### src/source/raster_pkg.sv
package raster_pkg;

  // screen coordinate width in bits
  localparam int COORD_W = 16;

  // one whole-pixel screen coordinate
  // signed so that primitives may start off screen
  typedef logic signed [COORD_W-1:0] coord_t;

  // pixel position
  typedef struct packed
  {
    coord_t x; // column
    coord_t y; // row
  } point_s;

  // pair of corners
  // used for the clip window (p1 exclusive) and for the clipped span (p1 inclusive)
  typedef struct packed
  {
    point_s p0; // top-left corner
    point_s p1; // bottom-right corner
  } rect_s;

  // kind of drawing command
  typedef enum logic
  {
    OP_RECT = 1'b0, // filled axis-aligned rectangle
    OP_LINE = 1'b1  // bresenham line
  } op_e;

  // one drawing command as seen on the strobe
  // rect uses p0 inclusive and p1 exclusive
  // line uses both ends inclusive
  typedef struct packed
  {
    op_e    op; // primitive select
    point_s p0; // first corner or line start
    point_s p1; // second corner or line end
  } cmd_s;

endpackage

### src/source/rect_clipper.sv
module rect_clipper
  import raster_pkg::*;
(
  input  logic  clk_i,
  input  logic  rst_i,
  input  logic  load_i,     // command accept strobe
  input  cmd_s  cmd_i,
  input  logic  clip_en_i,
  input  rect_s clip_win_i, // p1 exclusive
  output rect_s span_o,     // inclusive bounds
  output logic  empty_o     // nothing to draw
);

  // one guard bit so that p1 - 1 cannot wrap at the most negative coordinate
  typedef logic signed [COORD_W:0] ext_t;

  ext_t lo_x, lo_y; // lowest allowed corner
  ext_t hi_x, hi_y; // highest allowed corner
  ext_t x0, y0, x1, y1; // clamped inclusive bounds
  logic load_rect;

  function automatic ext_t ext_max(input ext_t a, input ext_t b);
    return (a > b) ? a : b;
  endfunction

  function automatic ext_t ext_min(input ext_t a, input ext_t b);
    return (a < b) ? a : b;
  endfunction

  assign load_rect = load_i && (cmd_i.op == OP_RECT); // lines bypass the clipper

  always_comb
  begin
    if (clip_en_i)
    begin
      lo_x = ext_t'(clip_win_i.p0.x);
      lo_y = ext_t'(clip_win_i.p0.y);
      hi_x = ext_t'(clip_win_i.p1.x) - ext_t'(1); // window edge is exclusive too
      hi_y = ext_t'(clip_win_i.p1.y) - ext_t'(1);
    end
    else
    begin
      lo_x = '0; // keep to the positive quadrant
      lo_y = '0;
      hi_x = {1'b0, {COORD_W{1'b1}}}; // no upper limit
      hi_y = {1'b0, {COORD_W{1'b1}}};
    end
    x0 = ext_max(ext_t'(cmd_i.p0.x), lo_x);
    y0 = ext_max(ext_t'(cmd_i.p0.y), lo_y);
    x1 = ext_min(ext_t'(cmd_i.p1.x) - ext_t'(1), hi_x); // exclusive to inclusive
    y1 = ext_min(ext_t'(cmd_i.p1.y) - ext_t'(1), hi_y);
  end

  always_ff @(posedge clk_i or posedge rst_i)
  begin
    if (rst_i)
    begin
      empty_o <= 1'b1;
    end
    else if (load_rect)
    begin
      empty_o <= (x0 > x1) || (y0 > y1); // covers inverted and fully clipped rects
    end
  end

  // bounds only matter when not empty so dropping the guard bit is safe
  always_ff @(posedge clk_i)
  begin
    if (load_rect)
    begin
      span_o.p0.x <= x0[COORD_W-1:0];
      span_o.p0.y <= y0[COORD_W-1:0];
      span_o.p1.x <= x1[COORD_W-1:0];
      span_o.p1.y <= y1[COORD_W-1:0];
    end
  end

endmodule

### src/source/span_counter.sv
module span_counter
  import raster_pkg::*;
(
  input  logic   clk_i,
  input  logic   rst_i,
  input  logic   start_i, // jump to top-left corner
  input  logic   step_i,  // advance one pixel
  input  rect_s  span_i,  // inclusive bounds, held for the whole scan
  output point_s pos_o,
  output logic   last_o   // bottom-right corner reached
);

  point_s pos_q;
  logic   row_end; // at right edge of span
  logic   in_span; // position inside the inclusive bounds

  assign row_end = (pos_q.x == span_i.p1.x);
  assign last_o  = row_end && (pos_q.y == span_i.p1.y);
  assign pos_o   = pos_q;

  // row-major scan
  // x runs first and wraps back to the left edge at the end of each row
  always_ff @(posedge clk_i or posedge rst_i)
  begin
    if (rst_i)
    begin
      pos_q <= '0;
    end
    else if (start_i)
    begin
      pos_q <= span_i.p0;
    end
    else if (step_i)
    begin
      if (row_end)
      begin
        pos_q.x <= span_i.p0.x; // back to left edge
        pos_q.y <= pos_q.y + coord_t'(1); // next row down
      end
      else
      begin
        pos_q.x <= pos_q.x + coord_t'(1);
      end
    end
  end

  assign in_span = (pos_q.x >= span_i.p0.x) && (pos_q.x <= span_i.p1.x) &&
                   (pos_q.y >= span_i.p0.y) && (pos_q.y <= span_i.p1.y);

  // the controller never steps past the last pixel
  // so every step must land inside the span
  a_step_in_span: assert property (
    @(posedge clk_i) disable iff (rst_i)
    step_i |=> in_span
  )
  else $error("span_counter stepped outside the span");

  // the span comes from the clipper and must not move while scanning
  a_span_stable: assert property (
    @(posedge clk_i) disable iff (rst_i)
    step_i |-> $stable(span_i)
  )
  else $error("span changed during a scan");

endmodule

### src/source/bresenham_line.sv
module bresenham_line
  import raster_pkg::*;
(
  input  logic   clk_i,
  input  logic   rst_i,
  input  logic   load_i,  // capture endpoints and set up deltas
  input  point_s p0_i,
  input  point_s p1_i,
  input  logic   start_i, // go to p0 and seed the error term
  input  logic   step_i,  // next pixel
  output point_s pos_o,
  output logic   last_o   // position is p1
);

  // deltas up to the full coordinate range need one extra bit when signed
  typedef logic signed [COORD_W:0] err_t;

  localparam coord_t ONE = coord_t'(1);

  point_s p0_q, p1_q; // registered endpoints
  point_s pos_q;
  err_t   dmaj_q, dmin_q; // absolute major and minor deltas
  err_t   err_q;
  logic   neg_x_q, neg_y_q; // walk direction per axis
  logic   x_major_q;
  err_t   dx, dy, adx, ady;
  err_t   err_dec; // error after the minor delta is taken off
  logic   minor_mv; // minor axis moves this step
  logic   mv_x, mv_y;
  coord_t inc_x, inc_y;

  // setup arithmetic on the incoming command
  assign dx  = err_t'(p1_i.x) - err_t'(p0_i.x);
  assign dy  = err_t'(p1_i.y) - err_t'(p0_i.y);
  assign adx = dx[COORD_W] ? -dx : dx;
  assign ady = dy[COORD_W] ? -dy : dy;

  always_ff @(posedge clk_i)
  begin
    if (load_i)
    begin
      p0_q      <= p0_i;
      p1_q      <= p1_i;
      neg_x_q   <= dx[COORD_W];
      neg_y_q   <= dy[COORD_W];
      x_major_q <= (adx >= ady); // ties walk along x
      dmaj_q    <= (adx >= ady) ? adx : ady;
      dmin_q    <= (adx >= ady) ? ady : adx;
    end
  end

  assign err_dec  = err_q - dmin_q;
  assign minor_mv = err_dec[COORD_W]; // went negative
  assign mv_x     = x_major_q || minor_mv;
  assign mv_y     = !x_major_q || minor_mv;
  assign inc_x    = neg_x_q ? -ONE : ONE;
  assign inc_y    = neg_y_q ? -ONE : ONE;

  always_ff @(posedge clk_i or posedge rst_i)
  begin
    if (rst_i)
    begin
      pos_q <= '0;
      err_q <= '0;
    end
    else if (start_i)
    begin
      pos_q <= p0_q;
      err_q <= dmaj_q >>> 1; // half the major delta
    end
    else if (step_i)
    begin
      if (mv_x)
      begin
        pos_q.x <= pos_q.x + inc_x;
      end
      if (mv_y)
      begin
        pos_q.y <= pos_q.y + inc_y;
      end
      err_q <= minor_mv ? err_dec + dmaj_q : err_dec; // add major delta back on a minor move
    end
  end

  assign pos_o  = pos_q;
  assign last_o = (pos_q == p1_q);

  // controller finishes on the last pixel instead of stepping past it
  a_no_step_at_end: assert property (
    @(posedge clk_i) disable iff (rst_i)
    step_i |-> !last_o
  )
  else $error("line stepped beyond its end point");

endmodule

### src/source/raster_ctrl.sv
module raster_ctrl
  import raster_pkg::*;
(
  input  logic clk_i,
  input  logic rst_i,
  input  logic cmd_valid_i,   // command strobe
  input  logic empty_i,       // nothing to draw for this command
  input  logic last_i,        // selected generator is on its final pixel
  input  logic pixel_ack_i,   // fragment stage took the pixel
  output logic load_o,        // capture the command
  output logic gen_start_o,   // load generator from its setup
  output logic gen_step_o,    // advance generator
  output logic pixel_valid_o,
  output logic busy_o,
  output logic done_o
);

  typedef enum logic [1:0]
  {
    IDLE   = 2'd0, // waiting for a strobe
    SETUP  = 2'd1, // clipper and stepper are registered, start the generator
    DRAW   = 2'd2, // pixel on the bus until acked
    FINISH = 2'd3  // one-cycle done pulse
  } state_e;

  state_e state_q;
  state_e state_d;
  logic   xfer; // pixel handshake completes

  assign xfer = pixel_valid_o && pixel_ack_i;

  always_comb
  begin
    state_d = state_q;
    case (state_q)
      IDLE:
      begin
        if (cmd_valid_i)
        begin
          state_d = SETUP;
        end
      end
      SETUP:
      begin
        state_d = empty_i ? FINISH : DRAW; // empty rect skips drawing
      end
      DRAW:
      begin
        if (xfer && last_i)
        begin
          state_d = FINISH;
        end
      end
      FINISH:
      begin
        state_d = IDLE;
      end
      default:
      begin
        state_d = IDLE;
      end
    endcase
  end

  always_ff @(posedge clk_i or posedge rst_i)
  begin
    if (rst_i)
    begin
      state_q <= IDLE;
    end
    else
    begin
      state_q <= state_d;
    end
  end

  assign load_o        = (state_q == IDLE) && cmd_valid_i; // strobes while busy are dropped
  assign gen_start_o   = (state_q == SETUP);
  assign pixel_valid_o = (state_q == DRAW);
  assign gen_step_o    = xfer && !last_i; // no step after the final pixel
  assign busy_o        = (state_q != IDLE);
  assign done_o        = (state_q == FINISH);

  // held pixel is not withdrawn before the fragment stage takes it
  a_valid_held: assert property (
    @(posedge clk_i) disable iff (rst_i)
    pixel_valid_o && !pixel_ack_i |=> pixel_valid_o
  )
  else $error("pixel_valid_o dropped without ack");

endmodule

### src/source/gfx_raster_top.sv
module gfx_raster_top
  import raster_pkg::*;
(
  input  logic   clk_i,
  input  logic   rst_i,
  input  logic   cmd_valid_i,
  input  cmd_s   cmd_i,
  input  logic   clip_en_i,
  input  rect_s  clip_win_i,
  output logic   busy_o,
  output logic   pixel_valid_o,
  output point_s pixel_o,
  input  logic   pixel_ack_i,
  output logic   done_o
);

  op_e    op_q; // op of the command being drawn
  logic   is_line;
  logic   load, gen_start, gen_step;
  logic   clip_empty, ctrl_empty;
  logic   last_sel;
  rect_s  span;
  point_s rect_pos, line_pos;
  logic   rect_last, line_last;

  always_ff @(posedge clk_i or posedge rst_i)
  begin
    if (rst_i)
    begin
      op_q <= OP_RECT;
    end
    else if (load)
    begin
      op_q <= cmd_i.op;
    end
  end

  assign is_line    = (op_q == OP_LINE);
  assign ctrl_empty = clip_empty && !is_line; // a line always has at least p0
  assign last_sel   = is_line ? line_last : rect_last;
  assign pixel_o    = is_line ? line_pos : rect_pos;

  rect_clipper rect_clipper_inst (
    .clk_i      (clk_i),
    .rst_i      (rst_i),
    .load_i     (load),
    .cmd_i      (cmd_i),
    .clip_en_i  (clip_en_i),
    .clip_win_i (clip_win_i),
    .span_o     (span),
    .empty_o    (clip_empty)
  );

  span_counter span_counter_inst (
    .clk_i   (clk_i),
    .rst_i   (rst_i),
    .start_i (gen_start && !is_line), // steered by the stored op
    .step_i  (gen_step && !is_line),
    .span_i  (span),
    .pos_o   (rect_pos),
    .last_o  (rect_last)
  );

  bresenham_line bresenham_line_inst (
    .clk_i   (clk_i),
    .rst_i   (rst_i),
    .load_i  (load && (cmd_i.op == OP_LINE)),
    .p0_i    (cmd_i.p0),
    .p1_i    (cmd_i.p1),
    .start_i (gen_start && is_line),
    .step_i  (gen_step && is_line),
    .pos_o   (line_pos),
    .last_o  (line_last)
  );

  raster_ctrl raster_ctrl_inst (
    .clk_i         (clk_i),
    .rst_i         (rst_i),
    .cmd_valid_i   (cmd_valid_i),
    .empty_i       (ctrl_empty),
    .last_i        (last_sel),
    .pixel_ack_i   (pixel_ack_i),
    .load_o        (load),
    .gen_start_o   (gen_start),
    .gen_step_o    (gen_step),
    .pixel_valid_o (pixel_valid_o),
    .busy_o        (busy_o),
    .done_o        (done_o)
  );

endmodule

### config.mk
export PLATFORM = sky130hd
export DESIGN_NAME = gfx_raster_top
export DESIGN_NICKNAME = d
export VERILOG_FILES = /design/src/source/raster_pkg.sv /design/src/source/rect_clipper.sv /design/src/source/span_counter.sv /design/src/source/bresenham_line.sv /design/src/source/raster_ctrl.sv /design/src/source/gfx_raster_top.sv
export SDC_FILE = /design/constraint.sdc
export NUM_CORES = 1
export LEC_CHECK = 0
export BUFFER_PORTS_ARGS = -buffer_cell sky130_fd_sc_hd__buf_2
export CORE_MARGIN = 4
export CORE_UTILIZATION = 56
export CTS_CLUSTER_DIAMETER = 80
export CTS_CLUSTER_SIZE = 28
export DETAILED_ROUTE_END_ITERATION = 12
export GPL_TIMING_DRIVEN = 0
export MAX_ROUTING_LAYER = met4
export PLACE_DENSITY = 0.78
export REMOVE_ABC_BUFFERS = 1
export SETUP_SLACK_MARGIN = 0.05
export SLEW_MARGIN = 0
export SYNTH_ARGS = -nofsm -noshare
export SYNTH_HDL_FRONTEND = slang
export SYNTH_SLANG_ARGS = --single-unit
### constraint.sdc
create_clock -name clk_i -period 3.7 [get_ports clk_i]
set_input_delay 0.37 -clock clk_i [delete_from_list [all_inputs] [get_ports clk_i]]
set_output_delay 0.37 -clock clk_i [all_outputs]
set_load 0.01 [all_outputs]
==> out/qor.csv, run 1 <==
stage,metric,value,unit
run_status,status,"complete, but fails checks",
cts,clockRootBuffer,clkbuf_16,
synth,synth_seq_cells,250,
timing,max_freq,0.206,GHz
critical_path,slowest_stage,or4b_4,
cts,cts_buffer_depth,3,
cells_and_area,fin_nets,2893,
detailed_routing,ant_nets,0,
critical_path,crit_buf_inv,4,
detailed_routing,drt_first_pass_iters,6,
timing,worstMarginPinSlew,1100,ps
die,fp.dieArea,40600,um2
critical_path,worstSetupEndpointType,flip-flop,
synth,synth-warning-count,0,
synth,synth_ff_type,edfxtp_1,
synth,yosysSeqAreaShare,0.338,
global_routing,track_usage,0.308,
timing,period_minus_slack,4860,ps
cells_and_area,final_cell_mix,"ha_1, nand2_1, edfxtp_1",
critical_path,path_class,in2reg,
cells_and_area,drive_above_1_share,0.238,
placed_design,io_buffers,168,
pwr,ir_drop,0.440,mV
detailed_routing,route.detailed.drc,0,
pwr,p_leak,0.0111,uW
timing,max-slew-margin-rel,0.270,
global_routing,grt_pass1_wl,98000,um
cts,cts.sinks,250,
timing,setup_viol,41,
synth,synth.avg_cell_area,9.24,um2
die,die_w,202,um
cts,clock_latency,530,ps
critical_path,crit_path_start_kind,input pin,
cts,path_clk_slew,100,ps
die,coreArea,36800,um2
timing,final_max_slew_viol_count,0,
critical_path,worstPathRequired,4060,ps
global_routing,grt_pass1_vias,18400,
die,rows,70,
die,initial_core_util,0.570,
critical_path,cp_slowest_stage_delay,580,ps
synth,async_flop_share,0.340,
timing,tns,-39550,ps
critical_path,crit_family,simple AND/OR/NAND/NOR gates,
run_status,violations,negative setup slack,
detailed_routing,avgRoutedWirePerCell,22.2,um
synth,synthesis.area,21000,um2
cts,h-tree-depth,1,
timing,fin_crit_sh,1.31,
global_routing,grt.overflow.total,0,
worst_hold_path,min_path_type,in2reg,
cts,cts_tree,built,
cells_and_area,final_common_cell,ha_1,
critical_path,crit_fanout,6,
critical_path,arrival,5220,ps
critical_path,startpoint,cmd_i[17],
global_routing,antenna_found_initial,1,
run,cap_violations,0,
cells_and_area,post-route-util,0.692,
detailed_routing,viasPerCell,6.34,
placed_design,globalplace.congestion,0.969,
timing,setup_ws,-1160,ps
die,die_h,202,um
detailed_routing,drt_iter0_drc,1851,
worst_hold_path,min_from,cmd_i[61],
cts,cts_buffers,16,
pwr,pwr_density_cell,752,nW/um2
timing,hold_viol_final,0,
critical_path,worstReg2RegStart,bresenham_line_inst.dmin_q[1],
timing,fin_worst_skew,22.1,ps
timing,rsz0062_at_grt,yes,
detailed_routing,vias,19100,
critical_path,worstPathCellList,buf_2 > ha_1 > nor2b_1 > o31a_1 > buf_4 > o221ai_2 > and2b_1 > xnor2_1 > or4b_4 > nor3_4 > a21oi_2 > xnor2_2 > inv_1 > ha_1 > nand4_1 > nor4_4 > nor2_1 > a21oi_2 > buf_6 > o32a_4 > mux2i_2,
synth,ys_types,76,
cells_and_area,area_growth,21.3,%
synth,synth-edff-count,165,
die,io_pins,169,
global_routing,grt_max_degree,69,
placed_design,hpwl,47400,um
detailed_routing,wirelength,66800,um
cells_and_area,fillers,2722,
synth,syn_inst,2270,
## synth_stat cells, types with 5 or more instances
cell / number / area share
ha_1: 220 / 0.13
nand2_1: 171 / 0.031
a21oi_1: 170 / 0.041
edfxtp_1: 165 / 0.24
inv_1: 156 / 0.028
nor2_1: 146 / 0.026
o21ai_0: 119 / 0.028
xnor2_1: 111 / 0.046
mux2i_1: 103 / 0.049
xor2_1: 93 / 0.039
dfrtp_1: 84 / 0.10
mux2_2: 75 / 0.040
nor3_1: 71 / 0.017
clkbuf_1: 61 / 0.011
nand3_1: 56 / 0.013
a21o_1: 52 / 0.019
nand4_1: 39 / 0.012
o22ai_1: 29 / 0.0086
nor4_1: 28 / 0.0083
nand2b_1: 24 / 0.0072
and3_1: 23 / 0.0069
nor2b_1: 23 / 0.0069
or3_1: 23 / 0.0069
and2_1: 21 / 0.0063
o21a_1: 21 / 0.0075
a31oi_1: 20 / 0.0060
a211oi_1: 17 / 0.0061
o211ai_1: 14 / 0.0050
a211o_1: 12 / 0.0050
o21bai_1: 9 / 0.0032
or2_2: 8 / 0.0024
o31ai_1: 7 / 0.0025
or4_1: 7 / 0.0025
a41oi_1: 6 / 0.0025
fa_1: 6 / 0.0057
o2111ai_1: 6 / 0.0025
a2111oi_0: 5 / 0.0021
a22oi_1: 5 / 0.0018
## flip-flops by register name (all words and copies together), names as in the netlist
| name | cells |
|---|---|
| bresenham_line_inst.pos_o | 32 |
| span_counter_inst.pos_o | 32 |
| bresenham_line_inst.dmaj_q | 17 |
| bresenham_line_inst.err_q | 17 |
| bresenham_line_inst.dmin_q | 17 |
| raster_ctrl_inst.state_q | 2 |
| bresenham_line_inst.neg_x_q | 1 |
| bresenham_line_inst.neg_y_q | 1 |
| bresenham_line_inst.p1_q | 32 |
| bresenham_line_inst.x_major_q | 1 |
| rect_clipper_inst.empty_o | 1 |
| bresenham_line_inst.p0_q | 32 |
| is_line | 1 |
| rect_clipper_inst.span_o | 64 |
## final cells by class
| class | instances | area [um2] | area share |
|---|---|---|---|
| well taps | 468 | 586 | 0.0230 |
| repair buffers | 307 | 2210 | 0.0868 |
| multi-input cells | 1799 | 14400 | 0.564 |
| diodes | 1 | 2.50 | 0.0000983 |
| inverters | 159 | 627 | 0.0246 |
| clock buffers | 18 | 439 | 0.0172 |
| flip-flops and latches | 250 | 7090 | 0.278 |
| clock inverters | 10 | 150 | 0.00590 |
## logic make-up (layout without fill, tap and decap cells)
family,after synthesis,count (layout),share of synthesized area
AND/OR/NAND/NOR,658,659,0.154
AO/OA/AOI/OAI,525,532,0.154
flip-flops,250,250,0.338
buffers and inverters,229,494,0.0425
adder cells (fa/ha/maj),226,226,0.137
XOR/XNOR,204,204,0.0851
multiplexers,178,178,0.0894
other,0,1,0
## timing repair
item                                   4_1_cts  5_1_grt
buffers inserted                            81       49
pin swaps                                   82       90
gates cloned                                 9        2
endpoints found under the hold margin       28        0
gates resized for setup                    156      135
setup endpoints to repair                  158      129
hold buffers                                 1        0
## through the flow
step / area, um2 / worst slack (ps) / total power [uW] / cells / hold slack, ps
after floorplan: 20700 / -3210 / 11800 / 2200 / 415
after global placement: 22100 / -4390 / 14100 / 2836 / 430
after detailed placement: 22400 / -3140 / 14600 / 2848 / 418
after CTS: 24500 / -901 / 17800 / 2966 / 55.2
after global routing: 25500 / -1270 / 20300 / 3012 / 56.7
final: 25500 / -1160 / 19200 / 3012 / 66.7
## metal layers
metal  part of all wire  GRT usage  routed length [um]
met5                  0          -                   0
met4              0.043      0.117                2880
met3              0.079     0.0293                5280
met2               0.48      0.510               32300
met1               0.40      0.395               26400
## final timing paths
kind | cells past startpoint | endpoint | slack, ps
setup / recovery | 21 | bresenham_line_inst.dmin_q[15] | -1160
hold / removal | 1 | bresenham_line_inst.p0_q[29] | 70
setup reg to reg | 19 | bresenham_line_inst.err_q[14] | -120
hold reg to reg | 2 | span_counter_inst.pos_o[0] | 460
max in group asynchronous | 4 | rect_clipper_inst.empty_o | 2560
min in group asynchronous | 3 | bresenham_line_inst.err_q[2] | 400
## power by group
group | internal (uW) | switching (uW) | total, uW
Sequential | 3810 | 957 | 4770
Clock | 995 | 1130 | 2120
Combinational | 5460 | 6800 | 12300
Total | 10300 | 8890 | 19200
Power figures use the tool's default switching activity.
==> inputs of run 2 (changes only) <==
- ABC_AREA: unset -> 1
- CORE_UTILIZATION: 56 -> 57
- PLACE_DENSITY: 0.78 -> unset
- PLACE_DENSITY_LB_ADDON: unset -> 0.15
==> run 2 against run 1 <==
The flow still finishes with violations (negative setup slack). Worst hold slack worse by 28 ps. Final area rose by 9.8%. Maximum frequency increased by 16%. Sequential power decreased by 3%. Setup slack improved by 670 ps. Die area rose by 8.2%. Synthesized area up 10%. Largest cell class unchanged.
==> out/qor.csv, run 2 <==
stage,metric,value,unit
run_status,status,"complete, but fails checks",
run_status,violations,negative setup slack,
critical_path,reg2reg_slack,170,ps
timing,max_freq,0.239,GHz
detailed_routing,drt_first_pass_iters,6,
critical_path,crit_fanout,8,
global_routing,grt.overflow.total,0,
cts,cts_buffer_depth,3,
timing,rsz0062_at_grt,yes,
die,coreArea,40000,um2
timing,fin_crit_sh,1.13,
die,rows,73,
pwr,power_frac_seq,0.242,
cts,cts_buffers,18,
synth,synth.avg_cell_area,7.04,um2
critical_path,crit_path_start_kind,input pin,
detailed_routing,avgRoutedWirePerCell,19.8,um
pwr,sw_frac_of_total,0.513,
critical_path,worstSetupEndpointType,flip-flop,
synth,synth-edff-count,165,
global_routing,grt_pass1_vias,22100,
run,cap_violations,0,
die,die_h,210,um
critical_path,crit_path_frequent_cell,nand2_2,
pwr,cell_internal_pwr,9280,uW
timing,hold_viol_final,0,
synth,synth_area_leaders,"edfxtp_1, nand2_1, ha_1, dfrtp_1, inv_1",
pwr,pwr-share-comb,0.640,
die,initial_core_util,0.580,
timing,fin_worst_skew,30.8,ps
global_routing,grt_max_degree,59,
cells_and_area,max_flop_register,rect_clipper_inst.span_o,
timing,setup_viol,26,
global_routing,antenna_found_initial,7,
placed_design,globalplace.congestion,0.991,
cts,clockRootBuffer,clkbuf_16,
synth,yosysSeqAreaShare,0.306,
synth,synth_seq_cells,250,
timing,setup_ws,-486,ps
die,die_w,210,um
global_routing,track_usage,0.352,
critical_path,slowest_stage,ha_1,
pwr,pwr_density_cell,681,nW/um2
cells_and_area,fin_nets,3901,
detailed_routing,wirelength,80700,um
cts,cts_tree,built,
detailed_routing,drt_iter0_drc,2678,
global_routing,grt_pass1_wl,120000,um
synth,synth_common_cells,"nand2_1, inv_1, nand3_1, nor2_1, ha_1",
synth,synth_top_area_frac,0.214,
cells_and_area,drive_above_1_share,0.201,
die,fp.dieArea,44000,um2
detailed_routing,route.detailed.drc,0,
timing,tns,-1370,ps
critical_path,worstPathRequired,4160,ps
placed_design,place_area,24500,um2
pwr,total_power,19000,uW
cts,path_clk_slew,90,ps
cells_and_area,fin_area,27900,um2
detailed_routing,vias,24000,
timing,max-slew-margin-rel,0.313,
synth,synth-warning-count,0,
critical_path,path_class,in2reg,
detailed_routing,viasPerCell,5.88,
die,io_pins,169,
timing,worstMarginPinSlew,1030,ps
pwr,p_clk_frac,0.119,
synth,yosysMostFrequentCell,nand2_1,
cells_and_area,final_cells,4081,
pwr,p_leak,0.0135,uW
synth,syn_inst,3295,
synth,async_flop_share,0.340,
synth,synthesis.area,23200,um2
cts,cts.sinks,250,
synth,synth_ff_type,edfxtp_1,
cts,clock_latency,550,ps
cts,h-tree-depth,1,
timing,period_minus_slack,4190,ps
pwr,power_switching,9760,uW
cells_and_area,final_common_cell,nand2_1,
cells_and_area,final_cell_mix,"nand2_1, inv_1, nand3_1",
timing,final_max_slew_viol_count,0,
detailed_routing,ant_nets,0,
synth,yosysTopAreaCell,edfxtp_1,
placed_design,hpwl,59900,um
cells_and_area,area_growth,20.6,%
worst_hold_path,min_path_type,in2reg,
placed_design,io_buffers,168,
critical_path,arrival,4650,ps
cells_and_area,largest_reg_flops,64,
pwr,ir_drop,0.394,mV
placed_design,dp_slack,-2420,ps
placed_design,dpl.cell_count,3921,
critical_path,cp_slowest_stage_delay,290,ps
synth,ys_types,61,
run 2: cell count changes in the layout (fill, tap and decap cells not counted), moves of 29 or more:
cell | before | now
nand2_1 | 167 | 912
inv_1 | 146 | 392
nand3_1 | 51 | 249
mux2i_1 | 92 | 0
nor2_1 | 132 | 207
nand2_2 | 2 | 76
mux2_2 | 71 | 0
xnor2_1 | 102 | 53
a21o_1 | 52 | 12
o21ai_0 | 98 | 132
nand3_2 | 3 | 34
o21ai_1 | 13 | 42
run 2: cells by family after synthesis:
family	share of synthesized area
adders and majority gates	0.124
DFF	0.306
AOI/OAI and AO/OA	0.110
and+or+nand+nor	0.320
xor gates and xnor gates	0.0542
buffers and inverters	0.0867
run 2: final timing paths:
kind,startpoint,endpoint,depth (start not counted)
worst max-delay path,clip_win_i[1],rect_clipper_inst.empty_o,30
worst min-delay path,cmd_i[16],bresenham_line_inst.p1_q[16],1
worst max register to register,raster_ctrl_inst.state_q[1],span_counter_inst.pos_o[31],10
worst min register to register,span_counter_inst.pos_o[15],span_counter_inst.pos_o[15],2
max in group asynchronous,rst_i,rect_clipper_inst.empty_o,4
min in group asynchronous,rst_i,bresenham_line_inst.err_q[6],3
run 2: worst max-delay path, delay by kind of cell:
family | cells | cell delay (ps)
AND/OR/NAND/NOR | 20 | 2670
AO/OA/AOI/OAI | 6 | 780
adder cells (fa/ha/maj) | 2 | 460
buffers and inverters | 2 | 330
run 2: through the flow:
step | hold slack (ps) | utilization
floorplan | 464 | -
global placement | 483 | 0.607
detailed placement | 415 | 0.613
CTS | 25.2 | 0.668
global route | 36.7 | 0.699
finish | 38.9 | 0.699
run 2: per-layer routing:
| layer | vias to the layer above | GRT usage | wire length [um] |
|---|---|---|---|
| met4 | 0 | 0.0981 | 2690 |
| met2 | 1224 | 0.521 | 35200 |
| met1 | 11200 | 0.507 | 34300 |
| met3 | 191 | 0.0528 | 8460 |
| li1 | 11400 | - | - |
| met5 | - | - | 0 |
run 2: power groups by stage:
| stage | sequential, uW | clock (uW) | combinational, uW |
|---|---|---|---|
| after global placement | 4690 | 0 | 10000 |
| final | 4610 | 2260 | 12200 |
| after floorplan | 4330 | 0 | 7710 |
| after CTS | 4560 | 2270 | 11300 |
| after global routing | 4660 | 2380 | 13500 |
| after detailed placement | 4610 | 0 | 10500 |
run 2: timing repair:
action / 4_1_cts / 5_1_grt
setup buffers: 71 / 40
hold buffers: 1 / 0
hold endpoints to repair: 27 / 0
gates cloned: 12 / 1
pin swaps: 79 / 109
setup endpoints to repair: 87 / 46
gates resized for setup: 242 / 234
run 2: final cells by class:
type                    instances  area, um2
multi-input cells            2547      15700
fillers                      3301      12100
flip-flops and latches        250       7080
repair buffers                290       2080
inverters                     427       1660
well taps                     525        657
clock buffers                  19        475
clock inverters                13        176
repair inverters                7       70.1
diodes                          3       7.51
